--- src/rtl/panel_pkg.sv ---
// ======================================================================
// Panel controller shared types
// ======================================================================
`default_nettype none

package panel_pkg;

    typedef logic [4:0]  row_addr_t;      // Up to 32 rows
    typedef logic [5:0]  col_addr_t;      // Up to 64 columns
    typedef logic [5:0]  row_count_t;     // Height of up to a full 32 rows
    typedef logic [6:0]  col_count_t;     // Width of up to a full 64 columns
    typedef logic [1:0]  chan_sel_t;
    typedef logic [23:0] color_t;         // Red in the top byte
    typedef logic [7:0]  channel_byte_t;

    // ==================================================================
    // Colour channels
    // ==================================================================
    localparam int CHAN_COUNT = 3;

    localparam chan_sel_t CHAN_RED   = 2'd0;
    localparam chan_sel_t CHAN_GREEN = 2'd1;
    localparam chan_sel_t CHAN_BLUE  = 2'd2; // Last channel of a pixel

    // ==================================================================
    // Host commands
    // ==================================================================
    typedef enum logic [0:0] {
        CMD_BLANK     = 1'b0,
        CMD_FILL_RECT = 1'b1
    } cmd_op_t;

endpackage

`default_nettype wire

--- src/rtl/fill_area_engine.sv ---
// ======================================================================
// Fill area engine
// ======================================================================
`timescale 1ns/1ps
`default_nettype none

module fill_area_engine #(
    parameter int PANEL_WIDTH  = 16,
    parameter int PANEL_HEIGHT = 8
) (
    input  wire logic                   clk,
    input  wire logic                   reset,
    input  wire logic                   enable,
    input  wire logic                   ack,
    input  wire panel_pkg::col_addr_t   x1,
    input  wire panel_pkg::row_addr_t   y1,
    input  wire panel_pkg::col_count_t  width,
    input  wire panel_pkg::row_count_t  height,
    input  wire panel_pkg::color_t      color,
    output panel_pkg::row_addr_t        wr_row,
    output panel_pkg::col_addr_t        wr_col,
    output panel_pkg::chan_sel_t        wr_chan,
    output panel_pkg::channel_byte_t    wr_data,
    output logic                        wr_enable,
    output logic                        done
);
    import panel_pkg::*;

    typedef enum logic [1:0] {
        S_IDLE,
        S_WRITE,
        S_DONE
    } fill_state_t;

    fill_state_t state;

    logic [7:0] col_sum;
    logic [6:0] row_sum;
    col_count_t col_lim;
    row_count_t row_lim;
    logic       area_empty;

    col_addr_t  x_start;
    col_count_t col_lim_q;
    row_count_t row_lim_q;
    color_t     color_q;
    row_addr_t  cur_row;
    col_addr_t  cur_col;
    chan_sel_t  cur_chan;
    logic       last_col;
    logic       last_row;

    // ==================================================================
    // Clip the end corner to the panel
    // ==================================================================
    assign col_sum = 8'(x1) + 8'(width);
    assign row_sum = 7'(y1) + 7'(height);
    assign col_lim = (col_sum > 8'(PANEL_WIDTH)) ? col_count_t'(PANEL_WIDTH) : col_sum[6:0];
    assign row_lim = (row_sum > 7'(PANEL_HEIGHT)) ? row_count_t'(PANEL_HEIGHT) : row_sum[5:0];
    assign area_empty = (col_count_t'(x1) >= col_lim) || (row_count_t'(y1) >= row_lim);

    assign last_col = (col_count_t'(cur_col) + 7'd1) == col_lim_q;
    assign last_row = (row_count_t'(cur_row) + 6'd1) == row_lim_q;

    always_ff @(posedge clk) begin
        if (reset) begin
            state <= S_IDLE;
        end else begin
            case (state)
                S_IDLE: begin
                    if (enable) begin
                        state <= area_empty ? S_DONE : S_WRITE;
                    end
                end
                S_WRITE: begin
                    if (cur_chan == CHAN_BLUE && last_col && last_row) begin
                        state <= S_DONE;
                    end
                end
                S_DONE: begin
                    if (ack) begin
                        state <= S_IDLE;
                    end
                end
                default: state <= S_IDLE;
            endcase
        end
    end

    // Walk counters with channel fastest, then column, then row
    always_ff @(posedge clk) begin
        if (state == S_IDLE) begin
            x_start   <= x1;
            col_lim_q <= col_lim;
            row_lim_q <= row_lim;
            color_q   <= color;
            cur_row   <= y1;
            cur_col   <= x1;
            cur_chan  <= CHAN_RED;
        end else if (state == S_WRITE) begin
            if (cur_chan == CHAN_BLUE) begin
                cur_chan <= CHAN_RED;
                if (last_col) begin
                    cur_col <= x_start;
                    cur_row <= cur_row + 5'd1;
                end else begin
                    cur_col <= cur_col + 6'd1;
                end
            end else begin
                cur_chan <= cur_chan + 2'd1;
            end
        end
    end

    assign wr_row    = cur_row;
    assign wr_col    = cur_col;
    assign wr_chan   = cur_chan;
    assign wr_enable = (state == S_WRITE);
    assign done      = (state == S_DONE);

    always_comb begin
        case (cur_chan)
            CHAN_RED:   wr_data = color_q[23:16];
            CHAN_GREEN: wr_data = color_q[15:8];
            default:    wr_data = color_q[7:0];
        endcase
    end

    a_write_in_panel: assert property (@(posedge clk) disable iff (reset)
        wr_enable |-> (int'(wr_row) < PANEL_HEIGHT) && (int'(wr_col) < PANEL_WIDTH)
                      && (int'(wr_chan) < CHAN_COUNT))
        else $error("Write outside panel at row %0d col %0d", wr_row, wr_col);

endmodule

`default_nettype wire

--- src/rtl/cmd_blank_panel.sv ---
// ======================================================================
// Blank panel command
// ======================================================================
`timescale 1ns/1ps
`default_nettype none

module cmd_blank_panel #(
    parameter int PANEL_WIDTH  = 16,
    parameter int PANEL_HEIGHT = 8
) (
    input  wire logic                clk,
    input  wire logic                reset,
    input  wire logic                enable,
    output panel_pkg::row_addr_t     wr_row,
    output panel_pkg::col_addr_t     wr_col,
    output panel_pkg::chan_sel_t     wr_chan,
    output panel_pkg::channel_byte_t wr_data,
    output logic                     wr_enable,
    output logic                     done
);
    import panel_pkg::*;

    typedef enum logic [1:0] {
        S_START,
        S_RUNNING,
        S_PREDONE,
        S_DONE
    } blank_state_t;

    blank_state_t state;
    logic         local_reset;
    logic         sub_enable;
    logic         sub_done;

    // Enable drops as soon as the engine reports done
    assign sub_enable = (state == S_RUNNING) && !sub_done;

    always_ff @(posedge clk) begin
        if (reset) begin
            state       <= S_START;
            done        <= 1'b0;
            local_reset <= 1'b0;
        end else begin
            case (state)
                S_START: begin
                    if (enable) begin
                        state <= S_RUNNING;
                    end
                end
                S_RUNNING: begin
                    if (sub_done) begin
                        done        <= 1'b1; // Also acks the engine
                        local_reset <= 1'b1;
                        state       <= S_PREDONE;
                    end
                end
                S_PREDONE: begin
                    done        <= 1'b0;
                    local_reset <= 1'b0;
                    state       <= S_DONE;
                end
                S_DONE: begin
                    if (!enable) begin
                        state <= S_START; // Wait for owner to release
                    end
                end
                default: state <= S_START;
            endcase
        end
    end

    fill_area_engine #(
        .PANEL_WIDTH (PANEL_WIDTH),
        .PANEL_HEIGHT(PANEL_HEIGHT)
    ) i_fill_area_engine (
        .clk      (clk),
        .reset    (reset || local_reset),
        .enable   (sub_enable),
        .ack      (done),
        .x1       (col_addr_t'(0)),
        .y1       (row_addr_t'(0)),
        .width    (col_count_t'(PANEL_WIDTH)),
        .height   (row_count_t'(PANEL_HEIGHT)),
        .color    (color_t'(0)),    // Black
        .wr_row   (wr_row),
        .wr_col   (wr_col),
        .wr_chan  (wr_chan),
        .wr_data  (wr_data),
        .wr_enable(wr_enable),
        .done     (sub_done)
    );

endmodule

`default_nettype wire

--- src/rtl/panel_cmd_dispatch.sv ---
// ======================================================================
// Host command dispatcher
// ======================================================================
`timescale 1ns/1ps
`default_nettype none

module panel_cmd_dispatch #(
    parameter int PANEL_WIDTH  = 16,
    parameter int PANEL_HEIGHT = 8
) (
    input  wire logic                   clk,
    input  wire logic                   reset,
    input  wire logic                   cmd_valid,
    input  wire panel_pkg::cmd_op_t     cmd_op,
    input  wire panel_pkg::col_addr_t   rect_x,
    input  wire panel_pkg::row_addr_t   rect_y,
    input  wire panel_pkg::col_count_t  rect_width,
    input  wire panel_pkg::row_count_t  rect_height,
    input  wire panel_pkg::color_t      rect_color,
    output logic                        busy,
    output logic                        cmd_done,
    output panel_pkg::row_addr_t        wr_row,
    output panel_pkg::col_addr_t        wr_col,
    output panel_pkg::chan_sel_t        wr_chan,
    output panel_pkg::channel_byte_t    wr_data,
    output logic                        wr_enable
);
    import panel_pkg::*;

    typedef enum logic [2:0] {
        D_IDLE,
        D_BLANK,
        D_RECT,
        D_RECT_ACK,
        D_FINISH
    } disp_state_t;

    disp_state_t   state;

    col_addr_t     rect_x_q;
    row_addr_t     rect_y_q;
    col_count_t    rect_width_q;
    row_count_t    rect_height_q;
    color_t        rect_color_q;

    logic          blank_enable;
    logic          blank_done;
    row_addr_t     blank_wr_row;
    col_addr_t     blank_wr_col;
    chan_sel_t     blank_wr_chan;
    channel_byte_t blank_wr_data;
    logic          blank_wr_enable;

    logic          rect_enable;
    logic          rect_ack;
    logic          rect_done;
    row_addr_t     rect_wr_row;
    col_addr_t     rect_wr_col;
    chan_sel_t     rect_wr_chan;
    channel_byte_t rect_wr_data;
    logic          rect_wr_enable;

    always_ff @(posedge clk) begin
        if (reset) begin
            state <= D_IDLE;
        end else begin
            case (state)
                D_IDLE: begin
                    if (cmd_valid) begin
                        state <= (cmd_op == CMD_BLANK) ? D_BLANK : D_RECT;
                    end
                end
                D_BLANK:    if (blank_done) state <= D_FINISH;
                D_RECT:     if (rect_done) state <= D_RECT_ACK;
                D_RECT_ACK: state <= D_FINISH;
                D_FINISH:   state <= D_IDLE;
                default:    state <= D_IDLE;
            endcase
        end
    end

    // Command fields are only valid with the strobe
    always_ff @(posedge clk) begin
        if (state == D_IDLE && cmd_valid) begin
            rect_x_q      <= rect_x;
            rect_y_q      <= rect_y;
            rect_width_q  <= rect_width;
            rect_height_q <= rect_height;
            rect_color_q  <= rect_color;
        end
    end

    assign busy         = (state != D_IDLE);
    assign cmd_done     = (state == D_FINISH);
    assign blank_enable = (state == D_BLANK);
    assign rect_enable  = (state == D_RECT) && !rect_done;
    assign rect_ack     = (state == D_RECT_ACK);

    cmd_blank_panel #(
        .PANEL_WIDTH (PANEL_WIDTH),
        .PANEL_HEIGHT(PANEL_HEIGHT)
    ) i_cmd_blank_panel (
        .clk      (clk),
        .reset    (reset),
        .enable   (blank_enable),
        .wr_row   (blank_wr_row),
        .wr_col   (blank_wr_col),
        .wr_chan  (blank_wr_chan),
        .wr_data  (blank_wr_data),
        .wr_enable(blank_wr_enable),
        .done     (blank_done)
    );

    fill_area_engine #(
        .PANEL_WIDTH (PANEL_WIDTH),
        .PANEL_HEIGHT(PANEL_HEIGHT)
    ) i_rect_engine (
        .clk      (clk),
        .reset    (reset),
        .enable   (rect_enable),
        .ack      (rect_ack),
        .x1       (rect_x_q),
        .y1       (rect_y_q),
        .width    (rect_width_q),
        .height   (rect_height_q),
        .color    (rect_color_q),
        .wr_row   (rect_wr_row),
        .wr_col   (rect_wr_col),
        .wr_chan  (rect_wr_chan),
        .wr_data  (rect_wr_data),
        .wr_enable(rect_wr_enable),
        .done     (rect_done)
    );

    // ==================================================================
    // RAM write port mux
    // ==================================================================
    assign wr_enable = blank_wr_enable || rect_wr_enable;
    assign wr_row    = blank_wr_enable ? blank_wr_row  : rect_wr_row;
    assign wr_col    = blank_wr_enable ? blank_wr_col  : rect_wr_col;
    assign wr_chan   = blank_wr_enable ? blank_wr_chan : rect_wr_chan;
    assign wr_data   = blank_wr_enable ? blank_wr_data : rect_wr_data;

    a_one_writer: assert property (@(posedge clk) disable iff (reset)
        !(blank_wr_enable && rect_wr_enable))
        else $error("Blank and rectangle engines write in the same cycle");

endmodule

`default_nettype wire

--- src/rtl/frame_buffer.sv ---
// ======================================================================
// Frame buffer RAM
// ======================================================================
`timescale 1ns/1ps
`default_nettype none

module frame_buffer #(
    parameter int PANEL_WIDTH  = 16,
    parameter int PANEL_HEIGHT = 8
) (
    input  wire logic                     clk,
    input  wire logic                     wr_enable,
    input  wire panel_pkg::row_addr_t     wr_row,
    input  wire panel_pkg::col_addr_t     wr_col,
    input  wire panel_pkg::chan_sel_t     wr_chan,
    input  wire panel_pkg::channel_byte_t wr_data,
    input  wire panel_pkg::row_addr_t     rd_row,
    input  wire panel_pkg::col_addr_t     rd_col,
    input  wire panel_pkg::chan_sel_t     rd_chan,
    output panel_pkg::channel_byte_t      rd_data
);
    import panel_pkg::*;

    localparam int DEPTH  = PANEL_WIDTH * PANEL_HEIGHT * CHAN_COUNT;
    localparam int ADDR_W = $clog2(DEPTH);

    channel_byte_t     mem [DEPTH];
    logic [ADDR_W-1:0] wr_index;
    logic [ADDR_W-1:0] rd_index;

    // Pixels stored row major with three bytes each
    function automatic logic [ADDR_W-1:0] flat_index(
        input row_addr_t row,
        input col_addr_t col,
        input chan_sel_t chan
    );
        int unsigned idx;
        idx = (int'(row) * PANEL_WIDTH + int'(col)) * CHAN_COUNT + int'(chan);
        return ADDR_W'(idx);
    endfunction

    assign wr_index = flat_index(wr_row, wr_col, wr_chan);
    assign rd_index = flat_index(rd_row, rd_col, rd_chan);

    always_ff @(posedge clk) begin
        if (wr_enable) begin
            mem[wr_index] <= wr_data;
        end
    end

    always_ff @(posedge clk) begin
        rd_data <= mem[rd_index]; // One cycle read latency
    end

endmodule

`default_nettype wire

--- src/rtl/panel_ctrl_top.sv ---
// ======================================================================
// LED panel controller top level
// ======================================================================
`timescale 1ns/1ps
`default_nettype none

module panel_ctrl_top #(
    parameter int PANEL_WIDTH  = 16,
    parameter int PANEL_HEIGHT = 8
) (
    input  wire logic                   clk,
    input  wire logic                   reset,
    input  wire logic                   cmd_valid,
    input  wire panel_pkg::cmd_op_t     cmd_op,
    input  wire panel_pkg::col_addr_t   rect_x,
    input  wire panel_pkg::row_addr_t   rect_y,
    input  wire panel_pkg::col_count_t  rect_width,
    input  wire panel_pkg::row_count_t  rect_height,
    input  wire panel_pkg::color_t      rect_color,
    output logic                        busy,
    output logic                        cmd_done,
    input  wire panel_pkg::row_addr_t   rd_row,
    input  wire panel_pkg::col_addr_t   rd_col,
    input  wire panel_pkg::chan_sel_t   rd_chan,
    output panel_pkg::channel_byte_t    rd_data
);
    import panel_pkg::*;

    row_addr_t     wr_row;
    col_addr_t     wr_col;
    chan_sel_t     wr_chan;
    channel_byte_t wr_data;
    logic          wr_enable;

    panel_cmd_dispatch #(
        .PANEL_WIDTH (PANEL_WIDTH),
        .PANEL_HEIGHT(PANEL_HEIGHT)
    ) i_panel_cmd_dispatch (
        .clk        (clk),
        .reset      (reset),
        .cmd_valid  (cmd_valid),
        .cmd_op     (cmd_op),
        .rect_x     (rect_x),
        .rect_y     (rect_y),
        .rect_width (rect_width),
        .rect_height(rect_height),
        .rect_color (rect_color),
        .busy       (busy),
        .cmd_done   (cmd_done),
        .wr_row     (wr_row),
        .wr_col     (wr_col),
        .wr_chan    (wr_chan),
        .wr_data    (wr_data),
        .wr_enable  (wr_enable)
    );

    frame_buffer #(
        .PANEL_WIDTH (PANEL_WIDTH),
        .PANEL_HEIGHT(PANEL_HEIGHT)
    ) i_frame_buffer (
        .clk      (clk),
        .wr_enable(wr_enable),
        .wr_row   (wr_row),
        .wr_col   (wr_col),
        .wr_chan  (wr_chan),
        .wr_data  (wr_data),
        .rd_row   (rd_row),
        .rd_col   (rd_col),
        .rd_chan  (rd_chan),
        .rd_data  (rd_data)
    );

endmodule

`default_nettype wire

--- config.mk ---
export PLATFORM = sky130hd
export DESIGN_NAME = panel_ctrl_top
export DESIGN_NICKNAME = d
export VERILOG_FILES = /design/src/rtl/panel_pkg.sv /design/src/rtl/fill_area_engine.sv /design/src/rtl/cmd_blank_panel.sv /design/src/rtl/panel_cmd_dispatch.sv /design/src/rtl/frame_buffer.sv /design/src/rtl/panel_ctrl_top.sv
export SDC_FILE = /design/constraint.sdc
export NUM_CORES = 2
export LEC_CHECK = 0
export BUFFER_PORTS_ARGS = -buffer_cell sky130_fd_sc_hd__buf_2
export CORE_MARGIN = 2
export CORE_UTILIZATION = 60
export CTS_CLUSTER_DIAMETER = 100
export CTS_CLUSTER_SIZE = 28
export DETAILED_ROUTE_END_ITERATION = 16
export PLACE_DENSITY = 0.78
export SLEW_MARGIN = 20
export SYNTH_ARGS = -nofsm -noshare
export SYNTH_HDL_FRONTEND = slang
export SYNTH_SLANG_ARGS = --single-unit
--- constraint.sdc ---
create_clock -name clk -period 31.8 [get_ports clk]
set_input_delay 1.59 -clock clk [delete_from_list [all_inputs] [get_ports clk]]
set_output_delay 1.59 -clock clk [all_outputs]
set_load 0.1 [all_outputs]
==> impl_metrics.json <==
{
  "outcome": "completed",
  "synth_ff_type": "edfxtp_1",
  "ff_latch_area_mm2": 0.09597,
  "synth_warnings": 0,
  "ctsHoldBuffers": 0,
  "wirelength_mm": 299.5,
  "fin_cells": 8718,
  "drive_gt1_share_pct": 22.54,
  "root_buffer": "clkbuf_16",
  "seq_area_frac_synth_pct": 75.58,
  "place.port_buffers": 74,
  "track_usage_pct": 27.93,
  "syn_area_mm2": 0.1270,
  "drtIter0Drc": 9256,
  "finalHoldViolations": 0,
  "grt_pass1_wl_mm": 431.5,
  "synth.avg_cell_area_um2": 21.61,
  "wl_per_cell_um": 34.35,
  "detailed_place_hpwl_mm": 173.9,
  "post-cts-setup-buffers": 0,
  "vdd_ir_drop_max_v": 0.0005387,
  "slew-limit-headroom_pct": 12.58,
  "final_antenna_net_count": 0,
  "crit_type": "in -> reg",
  "htreeDepth": 4,
  "cp-end-kind": "register",
  "worstPathMaxFanout": 48,
  "core-area_mm2": 0.2100,
  "syn-instance-count": 5877,
  "dieArea_mm2": 0.2153,
  "cts_tree": "done",
  "slew_viol_final": 0,
  "reg2reg_depth": 14,
  "whs_path_depth": 0,
  "ctsResizeCount": 0,
  "power_density_mw_per_mm2": 85.64,
  "via_per_inst": 6.964,
  "drc": 0,
  "clk_latency_ps": 860,
  "layout_min_cycle_time_ps": 6976,
  "fp.dieH_um": 464.0,
  "synth_cell_type_count": 86,
  "nets": 6013,
  "hold_start": "i_panel_cmd_dispatch.rect_color_q[6]",
  "crit_path_start_kind": "input port",
  "rsz0062_at_grt": "false",
  "place_congestion": 0.8499,
  "multi_input_area_mm2": 0.02923,
  "cts_sinks": 3207,
  "crit_start": "rd_col[0]",
  "finalSetupViolations": 0,
  "grt_antenna_before_repair": 7,
  "critPathSlowestCell": "a2111oi_1",
  "dr.pass1.iters": 6,
  "initial_core_util_pct": 60.47,
  "die_w_um": 464.0,
  "num_vias": 60710,
  "async_flop_share_pct": 0,
  "post-route-period-util_pct": 21.94,
  "cpPeakStageDelay_ps": 1050,
  "clk_pin_slew_ps": 110,
  "grt_pass1_vias": 60760,
  "crit_arrival_ps": 7740,
  "fin_setup_tns_ps": 0,
  "worstMarginPinSlew_ps": 1278,
  "clk_path_buf_depth": 3,
  "hold_path_class": "reg -> reg",
  "synth_edf_count": 3174,
  "leakage_nw": 40.96,
  "grt_remaining_overflow": 0,
  "grt_max_degree": 225,
  "cp_common_cell": "buf_4",
  "worstPathCellList": "buf_2 > ha_4 > buf_4 > buf_4 > buf_4 > buf_4 > mux4_2 > mux2i_1 > a2111oi_1 > a31oi_1 > a41o_1 > o32ai_1",
  "num_rows": 168,
  "boundaryPins": 75,
  "fin_skew_ps": 42.11,
  "worstPathRequired_ps": 32560,
  "maxCapViolations": 0,
  "n_fill_cell": 13190,
  "synth_seq_cells": 3207,
  "numCtsBuffers": 133,
  "placedCellCount": 8528,
  "fmax_ghz": 0.1434,
  "areaGrowthSynthToFinish_pct": 5.535
}
==> state kept, by name, indices dropped and copies added (netlist names), 6 cells and up, named ones only <==
name	flops
i_frame_buffer.mem	3072
i_frame_buffer.rd_data	8
i_panel_cmd_dispatch.i_rect_engine.col_lim_q	7
i_panel_cmd_dispatch.i_rect_engine.color_q	24
i_panel_cmd_dispatch.i_rect_engine.row_lim_q	6
i_panel_cmd_dispatch.i_rect_engine.wr_col	6
i_panel_cmd_dispatch.i_rect_engine.x_start	6
i_panel_cmd_dispatch.rect_color_q	24
i_panel_cmd_dispatch.rect_height_q	6
i_panel_cmd_dispatch.rect_width_q	7
i_panel_cmd_dispatch.rect_x_q	6
==> cell type report <==
class / instances / area share [%]
diodes: 8 / 0.01494
repair buffers: 184 / 1.067
inverters: 29 / 0.08123
clock inverters: 17 / 0.1401
flip-flops and latches: 3207 / 71.62
clock buffers: 160 / 2.646
well taps: 2805 / 2.619
multi-input cells: 2308 / 21.81
==> placed cells by master (no fill, tap or decap), drive strengths merged, types with 20 or more instances in the layout <==
cell type,netlist,routed
o21ai,38,38
nor2,466,466
buf,220,184
inv,29,38
nor3,26,26
mux2i,106,106
nand3,58,58
nor2b,23,23
mux4,900,900
ha,79,79
a21oi,58,58
dfxtp,33,33
clkbuf,117,160
a211oi,36,36
nand2,187,187
nand4,20,20
xnor2,36,36
edfxtp,3174,3174
==> kinds of logic after synthesis <==
group	Yosys count	share of synthesized area [%]
buf+inv	366	1.628
simple gates	863	3.027
fa+ha+maj	85	0.8731
flops	3207	75.58
xor+xnor	54	0.3932
mux	1019	16.91
compound gates	281	1.574
other cells	2	0.005915
==> where the power goes <==
group / switching [mW] / internal (mW)
logic: 3.03 / 0.990
registers: 0.0501 / 5.37
clock network: 1.23 / 0.813
==> routing by layer <==
layer  track usage [%]  share of wire, %  wire (µm)
met5            0.4456             0.049        146
met4             11.28               4.4      13320
met3             6.037                11      33480
met2             44.13                48     144800
met1             38.50                36     107700
==> stage by stage <==
step	setup slack (ps)	power, mW	area [µm²]	hold slack [ps]	utilization [%]
floorplan	19960	8.012	127000	400.3	-
global placement	23620	9.293	130100	405.7	61.95
detailed placement	23830	9.424	130100	404.5	61.96
CTS	24720	11.38	133800	420.7	63.74
global route	24280	11.71	134000	422.2	63.80
finish	24820	11.48	134000	416.5	63.81
==> critical path, delay by kind of cell <==
kind,cells,cell delay (ps)
adders and majority gates,1,640
AOI/OAI and AO/OA,4,1690
muxes,2,480
buffers and inverters,5,3100
==> path summary, 6_finish.rpt <==
kind                                                                       to  slack (ps)
worst min-delay path            i_panel_cmd_dispatch.i_rect_engine.color_q[6]         420
worst min register to register  i_panel_cmd_dispatch.i_rect_engine.color_q[6]         420
worst max register to register                     i_frame_buffer.mem[203][6]       25140
worst max-delay path                                i_frame_buffer.rd_data[7]       24820
==> synth_stat cells, types with 7 or more instances <==
cell type     n  area, µm²
edfxtp_1   3174      95310
mux4_2      900      20270
nor2_1      466       1749
nand2_1     187      701.9
clkbuf_1    117      439.2
mux2i_1     106       1061
buf_2       102      510.5
ha_1         79      988.5
a21oi_1      55      275.3
buf_4        54      405.4
nand3_1      50      250.2
a211oi_1     35      262.8
o21ai_0      34      170.2
xnor2_1      34      297.8
buf_6        33      371.6
dfxtp_1      33      660.6
inv_1        29      108.9
nor3_1       26      130.1
buf_1        23      86.33
nor2b_1      23      143.9
a31oi_1      18      112.6
xor2_1       18      157.7
and3_1       15      93.84
nand2b_1     14      87.58
and2_1       13      81.33
mux2_2       13      146.4
a21o_1       12      90.09
nand4_1      12      75.07
a2111oi_0    11      96.34
o2111ai_1    11      96.34
o22ai_1      11      68.82
nand3_2       8      80.08
nand4_2       8      100.1
a22oi_1       7      52.55
a311oi_1      7      61.31
o211ai_1      7      52.55
o221ai_1      7      61.31
Note: power is estimated with default switching activity, not from simulation.
